## config.mk

```make
export PLATFORM = sky130hd
export DESIGN_NAME = fcpu_fetch_top
export DESIGN_NICKNAME = d
export VERILOG_FILES = /design/src/verilog/fcpu_pkg.sv /design/src/verilog/fetch_addr_gen.sv /design/src/verilog/fetch_queue.sv /design/src/verilog/inst_issue.sv /design/src/verilog/fcpu_fetch_top.sv
export VERILOG_INCLUDE_DIRS = /design/src /design/src/verilog
export SDC_FILE = /design/constraint.sdc
export NUM_CORES = 1
export LEC_CHECK = 0
export ABC_AREA = 1
export BUFFER_PORTS_ARGS = -buffer_cell sky130_fd_sc_hd__buf_2
export CAP_MARGIN = 10
export CORE_MARGIN = 2
export CORE_UTILIZATION = 63
export DETAILED_ROUTE_END_ITERATION = 8
export GPL_ROUTABILITY_DRIVEN = 1
export PLACE_DENSITY_LB_ADDON = 0.12
export SYNTH_ARGS = -nofsm -noshare
export SYNTH_HDL_FRONTEND = slang
export SYNTH_SLANG_ARGS = --single-unit
```

## constraint.sdc

```tcl
create_clock -name clk -period 4.8 [get_ports clk]
set_input_delay 0.24 -clock clk [delete_from_list [all_inputs] [get_ports clk]]
set_output_delay 0.24 -clock clk [all_outputs]
set_load 0.02 [all_outputs]
```

## src/verilog/fcpu_settings.svh

```systemverilog
`ifndef FCPU_SETTINGS_SVH
`define FCPU_SETTINGS_SVH

// code address, byte addressed
`define FCPU_ADDR_W       15
// one instruction per word
`define FCPU_DATA_W       32

// opcode sits in the top bits, target in the low bits
`define FCPU_OP_W         6
`define FCPU_TARGET_W     15

// queue slots, also the limit on reads in flight
`define FCPU_FETCH_DEPTH  4
// bytes per instruction
`define FCPU_PC_STEP      4

`endif

```

## src/verilog/fcpu_pkg.sv

```systemverilog
`include "fcpu_settings.svh"

package fcpu_pkg;

   // code address
   typedef logic [`FCPU_ADDR_W-1:0] pc_t;

   // raw instruction word
   typedef logic [`FCPU_DATA_W-1:0] inst_t;

   // opcode field
   typedef logic [`FCPU_OP_W-1:0] opcode_t;

   // fetch queue slot index
   typedef logic [1:0] slot_idx_t;

   // control transfer opcodes
   localparam opcode_t op_jmp = 6'h02;
   localparam opcode_t op_beq = 6'h04;
   localparam opcode_t op_blt = 6'h05;

   // address generator FSM
   typedef enum logic [1:0] {
      fetch_idle,
      fetch_request,
      fetch_hold
   } fetch_state_t;

   // issue stage FSM
   typedef enum logic [1:0] {
      issue_wait,
      issue_offer,
      issue_drop
   } issue_state_t;

endpackage

```

## src/verilog/fetch_addr_gen.sv

```systemverilog
`timescale 1ns/100ps
`include "fcpu_settings.svh"

module fetch_addr_gen (
   input  logic          clk,
   input  logic          nrst,
   input  logic          i_alloc_ok,
   input  logic          i_redirect_valid,
   input  fcpu_pkg::pc_t i_redirect_pc,
   input  logic          i_jump_valid,
   input  fcpu_pkg::pc_t i_jump_pc,
   output fcpu_pkg::pc_t o_cram_araddr,
   output logic          o_cram_arvalid,
   input  logic          i_cram_arready,
   output logic          o_req_fire
);
   import fcpu_pkg::*;

   fetch_state_t state;
   fetch_state_t state_n;
   pc_t          fetch_pc;
   pc_t          fetch_pc_n;
   pc_t          held_pc;
   pc_t          held_pc_n;
   logic         redir;
   pc_t          redir_pc;

   // core redirect wins over a jump from the issue stage
   assign redir    = i_redirect_valid | i_jump_valid;
   assign redir_pc = i_redirect_valid ? i_redirect_pc : i_jump_pc;

   // a read goes out whenever a queue slot is free
   assign o_cram_arvalid = (state != fetch_idle) && i_alloc_ok;
   assign o_cram_araddr  = fetch_pc;
   assign o_req_fire     = o_cram_arvalid && i_cram_arready;

   always_comb begin
      state_n    = state;
      fetch_pc_n = fetch_pc;
      held_pc_n  = held_pc;
      case (state)
         fetch_idle: begin
            state_n = fetch_request;
            if (redir) begin
               fetch_pc_n = redir_pc;
            end
         end
         fetch_request: begin
            if (redir) begin
               if (o_cram_arvalid && !i_cram_arready) begin
                  // address already on the bus, park the new pc
                  state_n   = fetch_hold;
                  held_pc_n = redir_pc;
               end else begin
                  fetch_pc_n = redir_pc;
               end
            end else if (o_req_fire) begin
               fetch_pc_n = fetch_pc + pc_t'(`FCPU_PC_STEP);
            end
         end
         fetch_hold: begin
            // stale read still pending, araddr must not move
            if (o_req_fire) begin
               state_n    = fetch_request;
               fetch_pc_n = redir ? redir_pc : held_pc;
            end else if (redir) begin
               held_pc_n = redir_pc;
            end
         end
         default: begin
            state_n = fetch_idle;
         end
      endcase
   end

   always_ff @(posedge clk) begin
      if (nrst) begin
         state    <= fetch_idle;
         fetch_pc <= '0;
      end else begin
         state    <= state_n;
         fetch_pc <= fetch_pc_n;
      end
   end

   // target parked during hold
   always_ff @(posedge clk) begin
      held_pc <= held_pc_n;
   end

endmodule

```

## src/verilog/fetch_queue.sv

```systemverilog
`timescale 1ns/100ps
`include "fcpu_settings.svh"

module fetch_queue (
   input  logic            clk,
   input  logic            nrst,
   input  logic            i_req_fire,
   input  fcpu_pkg::pc_t   i_req_pc,
   input  logic            i_req_taken,
   input  fcpu_pkg::inst_t i_cram_rdata,
   input  logic            i_cram_rvalid,
   output logic            o_cram_rready,
   input  logic            i_flush,
   input  logic            i_pop,
   output logic            o_alloc_ok,
   output logic            o_head_valid,
   output logic            o_head_live,
   output fcpu_pkg::pc_t   o_head_pc,
   output fcpu_pkg::inst_t o_head_word,
   output logic            o_head_taken
);
   import fcpu_pkg::*;

   localparam int cnt_w = $clog2(`FCPU_FETCH_DEPTH + 1);
   localparam logic [cnt_w-1:0] full_cnt = cnt_w'(`FCPU_FETCH_DEPTH);

   // per slot payload
   pc_t   ent_pc    [`FCPU_FETCH_DEPTH];
   inst_t ent_word  [`FCPU_FETCH_DEPTH];
   logic  ent_taken [`FCPU_FETCH_DEPTH];

   // per slot flags
   logic [`FCPU_FETCH_DEPTH-1:0] ent_alloc;
   logic [`FCPU_FETCH_DEPTH-1:0] ent_filled;
   logic [`FCPU_FETCH_DEPTH-1:0] ent_live;

   slot_idx_t        alloc_ptr;
   slot_idx_t        fill_ptr;
   slot_idx_t        head_ptr;
   logic [cnt_w-1:0] count;
   logic             rready_q;
   logic             kill_next;
   logic             fill;

   function automatic slot_idx_t next_idx(input slot_idx_t idx);
      if (idx == slot_idx_t'(`FCPU_FETCH_DEPTH - 1)) begin
         return '0;
      end
      return idx + 1'b1;
   endfunction

   // rready rises together with the generator leaving idle
   assign o_cram_rready = rready_q;
   assign o_alloc_ok    = rready_q && (count != full_cnt);
   assign fill          = i_cram_rvalid && rready_q;

   assign o_head_valid = ent_alloc[head_ptr] && ent_filled[head_ptr];
   assign o_head_live  = ent_live[head_ptr];
   assign o_head_pc    = ent_pc[head_ptr];
   assign o_head_word  = ent_word[head_ptr];
   assign o_head_taken = ent_taken[head_ptr];

   always_ff @(posedge clk) begin
      if (nrst) begin
         ent_alloc  <= '0;
         ent_filled <= '0;
         ent_live   <= '0;
         alloc_ptr  <= '0;
         fill_ptr   <= '0;
         head_ptr   <= '0;
         count      <= '0;
         rready_q   <= 1'b0;
         kill_next  <= 1'b0;
      end else begin
         rready_q <= 1'b1;
         if (i_flush) begin
            ent_live <= '0;
         end
         // slot taken on the AR handshake
         if (i_req_fire) begin
            ent_alloc[alloc_ptr]  <= 1'b1;
            ent_filled[alloc_ptr] <= 1'b0;
            ent_live[alloc_ptr]   <= !(i_flush || kill_next);
            alloc_ptr             <= next_idx(alloc_ptr);
         end
         // responses arrive in request order
         if (fill) begin
            ent_filled[fill_ptr] <= 1'b1;
            fill_ptr             <= next_idx(fill_ptr);
         end
         if (i_pop) begin
            ent_alloc[head_ptr]  <= 1'b0;
            ent_filled[head_ptr] <= 1'b0;
            head_ptr             <= next_idx(head_ptr);
         end
         // flush while AR is pending, that read belongs to the old path
         if (i_req_fire) begin
            kill_next <= 1'b0;
         end else if (i_flush && o_alloc_ok) begin
            kill_next <= 1'b1;
         end
         case ({i_req_fire, i_pop})
            2'b10:   count <= count + 1'b1;
            2'b01:   count <= count - 1'b1;
            default: count <= count;
         endcase
      end
   end

   always_ff @(posedge clk) begin
      if (i_req_fire) begin
         ent_pc[alloc_ptr]    <= i_req_pc;
         ent_taken[alloc_ptr] <= i_req_taken;
      end
      if (fill) begin
         ent_word[fill_ptr] <= i_cram_rdata;
      end
   end

endmodule

```

## src/verilog/inst_issue.sv

```systemverilog
`timescale 1ns/100ps
`include "fcpu_settings.svh"

module inst_issue (
   input  logic            clk,
   input  logic            nrst,
   input  logic            i_head_valid,
   input  logic            i_head_live,
   input  fcpu_pkg::pc_t   i_head_pc,
   input  fcpu_pkg::inst_t i_head_word,
   input  logic            i_head_taken,
   output logic            o_pop,
   output logic            o_inst_valid,
   output fcpu_pkg::pc_t   o_inst_pc,
   output fcpu_pkg::inst_t o_inst_word,
   output logic            o_inst_taken,
   input  logic            i_inst_ready,
   input  logic            i_redirect_valid,
   output logic            o_jump_valid,
   output fcpu_pkg::pc_t   o_jump_pc
);
   import fcpu_pkg::*;

   issue_state_t state;
   issue_state_t state_n;
   logic         accept;
   logic         load_ok;
   logic         load;
   opcode_t      opcode;
   logic         is_branch;

   assign o_inst_valid = (state == issue_offer);
   assign accept       = o_inst_valid && i_inst_ready;
   // no loading from a path the core is abandoning
   assign load_ok      = i_head_valid && i_head_live && !i_redirect_valid;

   // control transfer decode on the offered word
   assign opcode    = opcode_t'(o_inst_word[`FCPU_DATA_W-1 -: `FCPU_OP_W]);
   assign is_branch = (opcode == op_beq) || (opcode == op_blt);
   assign o_jump_valid = accept && ((opcode == op_jmp) || (is_branch && o_inst_taken));
   assign o_jump_pc    = pc_t'(o_inst_word[`FCPU_TARGET_W-1:0]);

   always_comb begin
      state_n = state;
      load    = 1'b0;
      o_pop   = 1'b0;
      case (state)
         issue_wait, issue_offer: begin
            if (state == issue_offer && !accept) begin
               // unaccepted offer dies on a core redirect
               if (i_redirect_valid) begin
                  state_n = issue_wait;
               end
            end else if (load_ok && !o_jump_valid) begin
               load    = 1'b1;
               o_pop   = 1'b1;
               state_n = issue_offer;
            end else if (i_head_valid && !i_head_live) begin
               state_n = issue_drop;
            end else begin
               state_n = issue_wait;
            end
         end
         issue_drop: begin
            // dead head, never shown to the core
            o_pop   = i_head_valid && !i_head_live;
            state_n = issue_wait;
         end
         default: begin
            state_n = issue_wait;
         end
      endcase
   end

   always_ff @(posedge clk) begin
      if (nrst) begin
         state <= issue_wait;
      end else begin
         state <= state_n;
      end
   end

   // core outputs hold while the offer stands
   always_ff @(posedge clk) begin
      if (load) begin
         o_inst_pc    <= i_head_pc;
         o_inst_word  <= i_head_word;
         o_inst_taken <= i_head_taken;
      end
   end

endmodule

```

## src/verilog/fcpu_fetch_top.sv

```systemverilog
`timescale 1ns/100ps
`include "fcpu_settings.svh"

module fcpu_fetch_top (
   input  logic            clk,
   input  logic            nrst,
   // AXI4-Lite read address channel
   output logic [31:0]     o_cram_araddr,
   output logic [2:0]      o_cram_arprot,
   output logic            o_cram_arvalid,
   input  logic            i_cram_arready,
   // AXI4-Lite read data channel
   input  fcpu_pkg::inst_t i_cram_rdata,
   input  logic [1:0]      i_cram_rresp,
   input  logic            i_cram_rvalid,
   output logic            o_cram_rready,
   // core side
   output logic            o_inst_valid,
   output fcpu_pkg::pc_t   o_inst_pc,
   output fcpu_pkg::inst_t o_inst_word,
   output logic            o_inst_taken,
   input  logic            i_inst_ready,
   input  logic            i_redirect_valid,
   input  fcpu_pkg::pc_t   i_redirect_pc,
   input  logic            i_predict_taken
);
   import fcpu_pkg::*;

   pc_t   fetch_addr;
   logic  alloc_ok;
   logic  req_fire;
   logic  alloc_taken;
   logic  head_valid;
   logic  head_live;
   pc_t   head_pc;
   inst_t head_word;
   logic  head_taken;
   logic  pop;
   logic  jump_valid;
   pc_t   jump_pc;
   logic  flush;

   // code RAM never errors, rresp is left unread
   assign o_cram_araddr = {{(32 - `FCPU_ADDR_W){1'b0}}, fetch_addr};
   assign o_cram_arprot = 3'b000;

   // prediction travels with each read into its slot
   assign alloc_taken = i_predict_taken;
   assign flush       = i_redirect_valid | jump_valid;

   fetch_addr_gen fetch_addr_gen_i (
      .clk              (clk),
      .nrst             (nrst),
      .i_alloc_ok       (alloc_ok),
      .i_redirect_valid (i_redirect_valid),
      .i_redirect_pc    (i_redirect_pc),
      .i_jump_valid     (jump_valid),
      .i_jump_pc        (jump_pc),
      .o_cram_araddr    (fetch_addr),
      .o_cram_arvalid   (o_cram_arvalid),
      .i_cram_arready   (i_cram_arready),
      .o_req_fire       (req_fire)
   );

   fetch_queue fetch_queue_i (
      .clk           (clk),
      .nrst          (nrst),
      .i_req_fire    (req_fire),
      .i_req_pc      (fetch_addr),
      .i_req_taken   (alloc_taken),
      .i_cram_rdata  (i_cram_rdata),
      .i_cram_rvalid (i_cram_rvalid),
      .o_cram_rready (o_cram_rready),
      .i_flush       (flush),
      .i_pop         (pop),
      .o_alloc_ok    (alloc_ok),
      .o_head_valid  (head_valid),
      .o_head_live   (head_live),
      .o_head_pc     (head_pc),
      .o_head_word   (head_word),
      .o_head_taken  (head_taken)
   );

   inst_issue inst_issue_i (
      .clk              (clk),
      .nrst             (nrst),
      .i_head_valid     (head_valid),
      .i_head_live      (head_live),
      .i_head_pc        (head_pc),
      .i_head_word      (head_word),
      .i_head_taken     (head_taken),
      .o_pop            (pop),
      .o_inst_valid     (o_inst_valid),
      .o_inst_pc        (o_inst_pc),
      .o_inst_word      (o_inst_word),
      .o_inst_taken     (o_inst_taken),
      .i_inst_ready     (i_inst_ready),
      .i_redirect_valid (i_redirect_valid),
      .o_jump_valid     (jump_valid),
      .o_jump_pc        (jump_pc)
   );

endmodule

```

# --- Yosys cells after proc, flatten, opt, wreduce, memory -nomap -nowiden ---
# Memory sizes are Yosys's and may differ from the RTL's. A register that Yosys moved wholly into a read port is not among the register bits.
# Index checks and enable logic that the tools add are counted.
totals:
  in_bits: 56
  memories: 3
  ram_bits: 192
  output_inout_bits: 86
  register_bits: 57
  wordCells: 166
mem_list:
  columns: ["name", "depth", "word_bits", "read_ports", "rd_ports_with_merged_regs", "wr", "line_no", "source"]
  rows:
  - ["fetch_queue_i.ent_word", 4, 32, 1, 1, 1, "fetch_queue.sv:29", "inst_t ent_word [`FCPU_FETCH_DEPTH];"]
  - ["fetch_queue_i.ent_pc", 4, 15, 1, 1, 1, "fetch_queue.sv:28", "pc_t ent_pc [`FCPU_FETCH_DEPTH];"]
  - ["fetch_queue_i.ent_taken", 4, 1, 1, 1, 1, "fetch_queue.sv:30", "logic ent_taken [`FCPU_FETCH_DEPTH];"]
classes:
  n_lt_le_gt_ge: 6
  n_reduce_logical: 39
  eq_ne: 21
  n_bitwise: 9
  add_sub_neg: 6
  muxes: 69
ops:
  columns: ["op", "count"]
  rows:
  - ["$mux 15", 10]
  - ["$pmux 15 s3", 1]
  - ["$mux 4", 11]
  - ["$pmux 15 s2", 1]
  - ["$mux 2", 13]
  - ["$mux 1", 23]
  - ["$logic_and 1x1->1", 18]
  - ["$add 15x3->15 const B", 1]
  - ["$and 4x4->4", 3]
  - ["$eq 2x2->1 const B", 6]
  - ["$eq 6x3->1 const B", 2]
  - ["$lt 2x3->1 const B", 3]
  - ["$ne 2x1->1 const B", 4]
  - ["$not 4->4", 2]
  - ["$or 4x4->4", 2]
  - ["$add 2x1->2 const B", 3]
  - ["$bmux 1 s2", 3]
  - ["$demux 1 s2", 3]
  - ["$eq 2x1->1 const B", 3]
  - ["$eq 6x2->1 const B", 1]
  - ["$ge 2x1->1 const B", 3]
  - ["$logic_not 1->1", 6]
  - ["$ne 3x3->1 const B", 2]
  - ["$pmux 2 s3", 1]
  - ["17 further kinds", 25]

# --- Longest topological paths before layout ---
logic_depth:
  depth_word: 13
  mapped_depth: 16
  depth_no_buf: 16

# --- Hierarchy ---
# Synthesis repeated with hierarchy kept, for this count alone.
unflattened:
  cells_unflattened: 1135
  area_unflattened_um2: 12796.0
modules_own_cells:
  columns: ["mod", "cells_per_inst", "area_per_inst_um2", "seq_area_each_um2", "instances"]
  rows:
  - ["fetch_queue", 623, 8363.0, 6266.0, 1]
  - ["fetch_addr_gen", 391, 2514.9, 790.8, 1]
  - ["inst_issue", 97, 1752.9, 1481.4, 1]
  - ["fcpu_fetch_top", 24, 165.2, 0.0, 1]

# --- Least setup slack after synthesis ---
# No wires, ideal clock.
synth_path:
  kind: "reg2reg"
  startpoint: "register fetch_queue_i.rready_q, in the netlist fetch_queue_i.o_cram_rready"
  endpoint: "memory fetch_queue_i.ent_word[0][0] (netlist name), enable pin"
  setup_time_ns: 0.423
  arrival_time_ns: 2.073
  period_less_slack_ns: 2.496
  n_path_buf: 0
  path_slack_ns: 2.304
  required_time_ns: 4.377
  path_stages_with_launch: 3
  cell_sequence: "dfxtp_1 > nand2_1 > nor2_1"
synth_via:
  elab_chain_cells: 3
synth_lines:
  columns: ["element", "line_no", "source"]
  rows:
  - ["start, declared", "fetch_queue.sv:41", "logic rready_q;"]
  - ["start signal, assigned", "fetch_queue.sv:72", "rready_q <= 1'b0;"]
  - ["start signal, assigned", "fetch_queue.sv:75", "rready_q <= 1'b1;"]
  - ["$logic_and 1x1->1", "fetch_queue.sv:55", "assign fill = i_cram_rvalid && rready_q;"]
  - ["$mux 1", "fetch_queue.sv:115", "if (fill) begin"]
  - ["$mux 1 (not written as such)", "fetch_queue.sv:116", "ent_word[fill_ptr] <= i_cram_rdata;"]
  - ["end, declared", "fetch_queue.sv:29", null]
# No other way between the ends.

# --- Worst setup path in the final report ---
layout_path:
  startpoint: "register fetch_queue_i.head_ptr[1]"
  endpoint: "register fetch_queue_i.count[2]"
layout_via:
  elab_chain_cells: 11
  word_cells_on_any_way: 19
  classes_between: "2 x eq/ne; 10 x mux; 7 x reduce/logical"
layout_lines:
  columns: ["element", "line_no", "source"]
  rows:
  - ["start, declared", "fetch_queue.sv:39", "slot_idx_t head_ptr;"]
  - ["start signal, assigned", "fetch_queue.sv:94", "head_ptr <= next_idx(head_ptr);"]
  - ["$bmux 1 s2", "fetch_queue.sv:57", "assign o_head_valid = ent_alloc[head_ptr] && ent_filled[head_ptr];"]
  - ["$mux 1 (not written as such)", "fetch_queue.sv:57", null]
  - ["$logic_and 1x1->1", "fetch_queue.sv:57", null]
  - ["$logic_and 1x1->1 (2 in a row)", "inst_issue.sv:35", "assign load_ok = i_head_valid && i_head_live && !i_redirect_valid;"]
  - ["$logic_and 1x1->1", "inst_issue.sv:54", "end else if (load_ok && !o_jump_valid) begin"]
  - ["$mux 1", "inst_issue.sv:54", null]
  - ["$mux 1", "inst_issue.sv:49", "if (state == issue_offer && !accept) begin"]
  - ["$pmux 1 s2 (*)", "inst_issue.sv:47", "case (state)"]
  - ["$eq 2x1->1 / $eq 2x2->1 (equally long branches)", "fetch_queue.sv:102", "case ({i_req_fire, i_pop})"]
  - ["$pmux 3 s2 / $reduce_bool 2->1 (equally long branches)", null, null]
  - ["end signal, assigned", "fetch_queue.sv:103", "2'b10: count <= count + 1'b1;"]
  - ["end signal, assigned", "fetch_queue.sv:104", "2'b01: count <= count - 1'b1;"]
  - ["end signal, assigned", "fetch_queue.sv:105", "default: count <= count;"]
  - ["end, declared", "fetch_queue.sv:40", "logic [cnt_w-1:0] count;"]
# Mark *: on every way between the ends. The rest lies on a longest branch, timed or not. The select of a mux whose other input is x is not followed.
# A chain may end at the register's enable or synchronous reset.

==> results by group <==
Synthesis
  – Synthesized area per cell: about 11 sq um
  – Synth warn: 0
  – Flops & latches, synth: around 300
  – Share of the synthesized area in the top cell type: 61.74%
  – Area of the mapped netlist: between 10000 and 15000 sq um
  – Post-Syn Instances: 1117
  – Top post-synthesis cells by area: edfxtp_1 (62%), dfxtp_1 (6.8%), nand2_1 (6.1%), nor2_1 (5.3%), o21ai_0 (5.0%)
  – Most frequent cells after synthesis: edfxtp_1 (255), nand2_1 (202), nor2_1 (175)
  – Post-synth top flop: edfxtp_1
  – Synth area leader: edfxtp_1
  – Sequential share of the synthesized area: roughly 69%
  – Synth async-reset ratio: 0%
  – Dominant cell by count in the synthesized netlist: edfxtp_1
  – Yosys cell types: 35
  – EDFF count, synth: between 200 and 300

Clock network
  – CTS root buffer: clkbuf_16
  – Htree depth: 1
  – Num CTS Buffers: 29
  – CTS tree: yes
  – CTS Buffer Depth: 3
  – Sink Count: 297
  – Post-CTS setup buffers: 0
  – Clock Latency Late Sink: 0.54 ns
  – Worst-path clk slew: around 0.06 ns

Critical path
  – Crit start category: flip-flop
  – Family with the most delay on the worst path: flip-flops
  – Crit path from: fetch_queue_i.head_ptr[1]
  – CP max FO: 23
  – CP cell instances: inv_1 -> nand3_1 -> nand2_1 -> nor3_2 -> nand3_1 -> nand2_2 -> ha_1 -> inv_1 -> fa_1 -> a21oi_1 -> o21ai_0 -> o21ai_0 -> a21oi_1
  – WS Path Type: flip-flop to flip-flop
  – Slowest Stage Delay on Critical Path: between 0.8 and 0.9 ns
  – Critical Path RT: around 5.2 ns
  – RR Startpoint: fetch_queue_i.head_ptr[1]
  – CP max-delay cell: dfxtp_1
  – Crit path DAT: 3.70 ns
  – CP Buf/Inv Count: 2
  – CP Capture Type: flip-flop

Place
  – Post-DP HPWL: 15490 um
  – Cell count after placement: around 1500
  – Routability congestion estimate: just over 0.8
  – Port Buffers: around 120

Timing
  – Final Critical Period: 3.278 ns
  – Clock Skews: 0.01509 ns
  – Final max-slew violation count: 0
  – Final Hold Vio Count: 0
  – Slew @ Worst Pin: roughly 1.2 ns
  – Rel. slew slack: 22.27%
  – Tcrit/Tclk final: ~68%
  – Hold slack: roughly 0.077 ns
  – Final setup fails: 0
  – RSZ-0062 raised after global routing: no
  – Setup TNS: 0 ns
  – Fmax: 305.0 MHz

Detailed routing
  – DRT Pass-1 Iters: 5
  – DR iter-0 viols: roughly 570
  – DRC violations left: 0
  – Routed WL: roughly 26000 um
  – Final ANT Viol Nets: 0
  – Via count: roughly 8400
  – Via-to-Cell Ratio: 5.447
  – Drt wl/cell: between 15 and 20 um

Finish
  – Final net count: 1328
  – Finished Layout Cells: 1540
  – Layout cells sized above 1: 15.69%
  – ANT cells: 0
  – Layout fillers: between 1000 and 1500
  – Area Growth Syn to Fin: 16.11%

Power and ir drop
  – Sw frac: between 20% and 30%
  – Int Power: 4.697 mW
  – Clk network pwr share: roughly 36%
  – Reg power frac: between 40 and 50%
  – Leak: 5.494 nW
  – Final Total Pwr: around 6.4 mW
  – Psw: ~1.7 mW
  – Peak VDD IR: between 0.2 and 0.3 mV
  – PwrDens: about 440 nW/um^2
  – Combinational share of power: 14.3%

GRT
  – Grt ovf: 0
  – Vias in the first global route: 7976
  – Pin count of the biggest net entering global routing: 70
  – Initial antenna violation count: 0
  – First-pass GRT wire length: between 40000 and 50000 um
  – Total Routing Usage GR: between 20% and 30%

Run status
  – Outcome: completed

Floorplan
  – Die Ht: ~140 um
  – Initial Util: 63.93%
  – Core ar.: 19400 sq um
  – Io pins: between 100 and 150
  – Die Wd: about 140 um
  – Die area: 20820 sq um
  – Rows: 51

Flow run
  – # Max-Cap Violations: 0

Hold path
  – HP Class: input port to flip-flop
  – HP Start: nrst
## power groups by stage
stage	logic, mW	clock network (mW)	registers (mW)
2_1_floorplan	0.617	0	3.24
3_3_place_gp	0.866	0	3.23
3_5_place_dp	0.884	0	3.24
4_1_cts	0.911	2.31	3.18
5_1_grt	1.03	2.41	3.21
6_report	0.915	2.29	3.18
## per-layer routing
layer / global-route usage (%) / routed length (um) / vias up
met2: 43.90 / 12750 / 287
met5: 0 / 0 / -
met1: 33.53 / 10790 / 3937
li1: - / - / 4120
met4: 7.103 / 598 / 0
met3: 4.503 / 1826 / 44
## path summary, 6_finish.rpt
kind	end	slack, ns	cells past startpoint
worst max-delay path	fetch_queue_i.count[2]	1.52	13
worst min-delay path	fetch_queue_i.count[1]	0.08	2
worst max register to register	fetch_queue_i.count[2]	1.52	13
worst min register to register	inst_issue_i.state[0]	0.47	1
## sequential cells by signal (all words and copies together) (netlist names), 3 cells and up
signal	count
fetch_queue_i.ent_word	128
fetch_queue_i.ent_live	4
fetch_addr_gen_i.o_cram_araddr	15
fetch_queue_i.ent_alloc	4
fetch_queue_i.count	3
fetch_queue_i.ent_filled	4
inst_issue_i.o_inst_pc	15
inst_issue_i.o_inst_word	32
fetch_queue_i.ent_taken	4
fetch_addr_gen_i.held_pc	15
fetch_queue_i.ent_pc	60
## placed cells by master (no fill, tap or decap), types with 2 or more instances in the layout
cell type	n
a211oi_1	3
a21oi_1	36
and3_1	2
buf_2	119
buf_4	7
bufinv_16	4
clkbuf_1	8
clkbuf_16	29
clkbuf_8	3
clkinv_2	8
conb_1	20
dfxtp_1	41
dlygate4sd3_1	33
edfxtp_1	255
ha_1	18
inv_1	56
inv_2	7
mux2i_1	3
nand2_1	202
nand2_2	4
nand3_1	19
nand3b_1	2
nand4_1	15
nor2_1	171
nor2_2	6
nor2_4	4
nor3_1	2
o21a_1	3
o21ai_0	123
o21ai_1	7
o22ai_1	48
or2_2	3
xor2_1	6
## logic make-up after synthesis
kind of cell	count (synthesis)	synth area share, %
other cells	1	0.03024
simple gates	434	14.29
mux	3	0.2421
buf+inv	136	4.964
compound gates	220	9.483
flops	297	68.52
fa+ha+maj	19	1.977
xor+xnor	7	0.4944
## cell type report
class | count | area, sq um | area share, %
Clock buffer | 40 | 797.0 | 5.535
Clock inverter | 13 | 167.7 | 1.164
Inverter | 63 | 236.5 | 1.642
Multi-Input combinational cell | 703 | 3390 | 23.54
Sequential cell | 297 | 8499 | 59.02
Tap cell | 265 | 331.6 | 2.303
Timing Repair Buffer | 159 | 978.4 | 6.795
## repair_timing
action | in CTS | in global routing
endpoints found under the setup margin | 0 | 0
hold endpoints to repair | 132 | 0
hold buffers | 33 | 0
resized for setup | 0 | 0
## metrics by stage
stage / setup slack [ns] / utilization (%) / instance area [sq um]
6_report: 1.522 / 74.23 / 14400
5_1_grt: 1.189 / 74.23 / 14400
4_1_cts: 1.506 / 74.23 / 14400
3_5_place_dp: 1.567 / 67.56 / 13110
3_3_place_gp: 1.586 / 67.56 / 13110
2_1_floorplan: 2.304 / - / 12470
No activity file was read; power rests on OpenSTA's default activity.
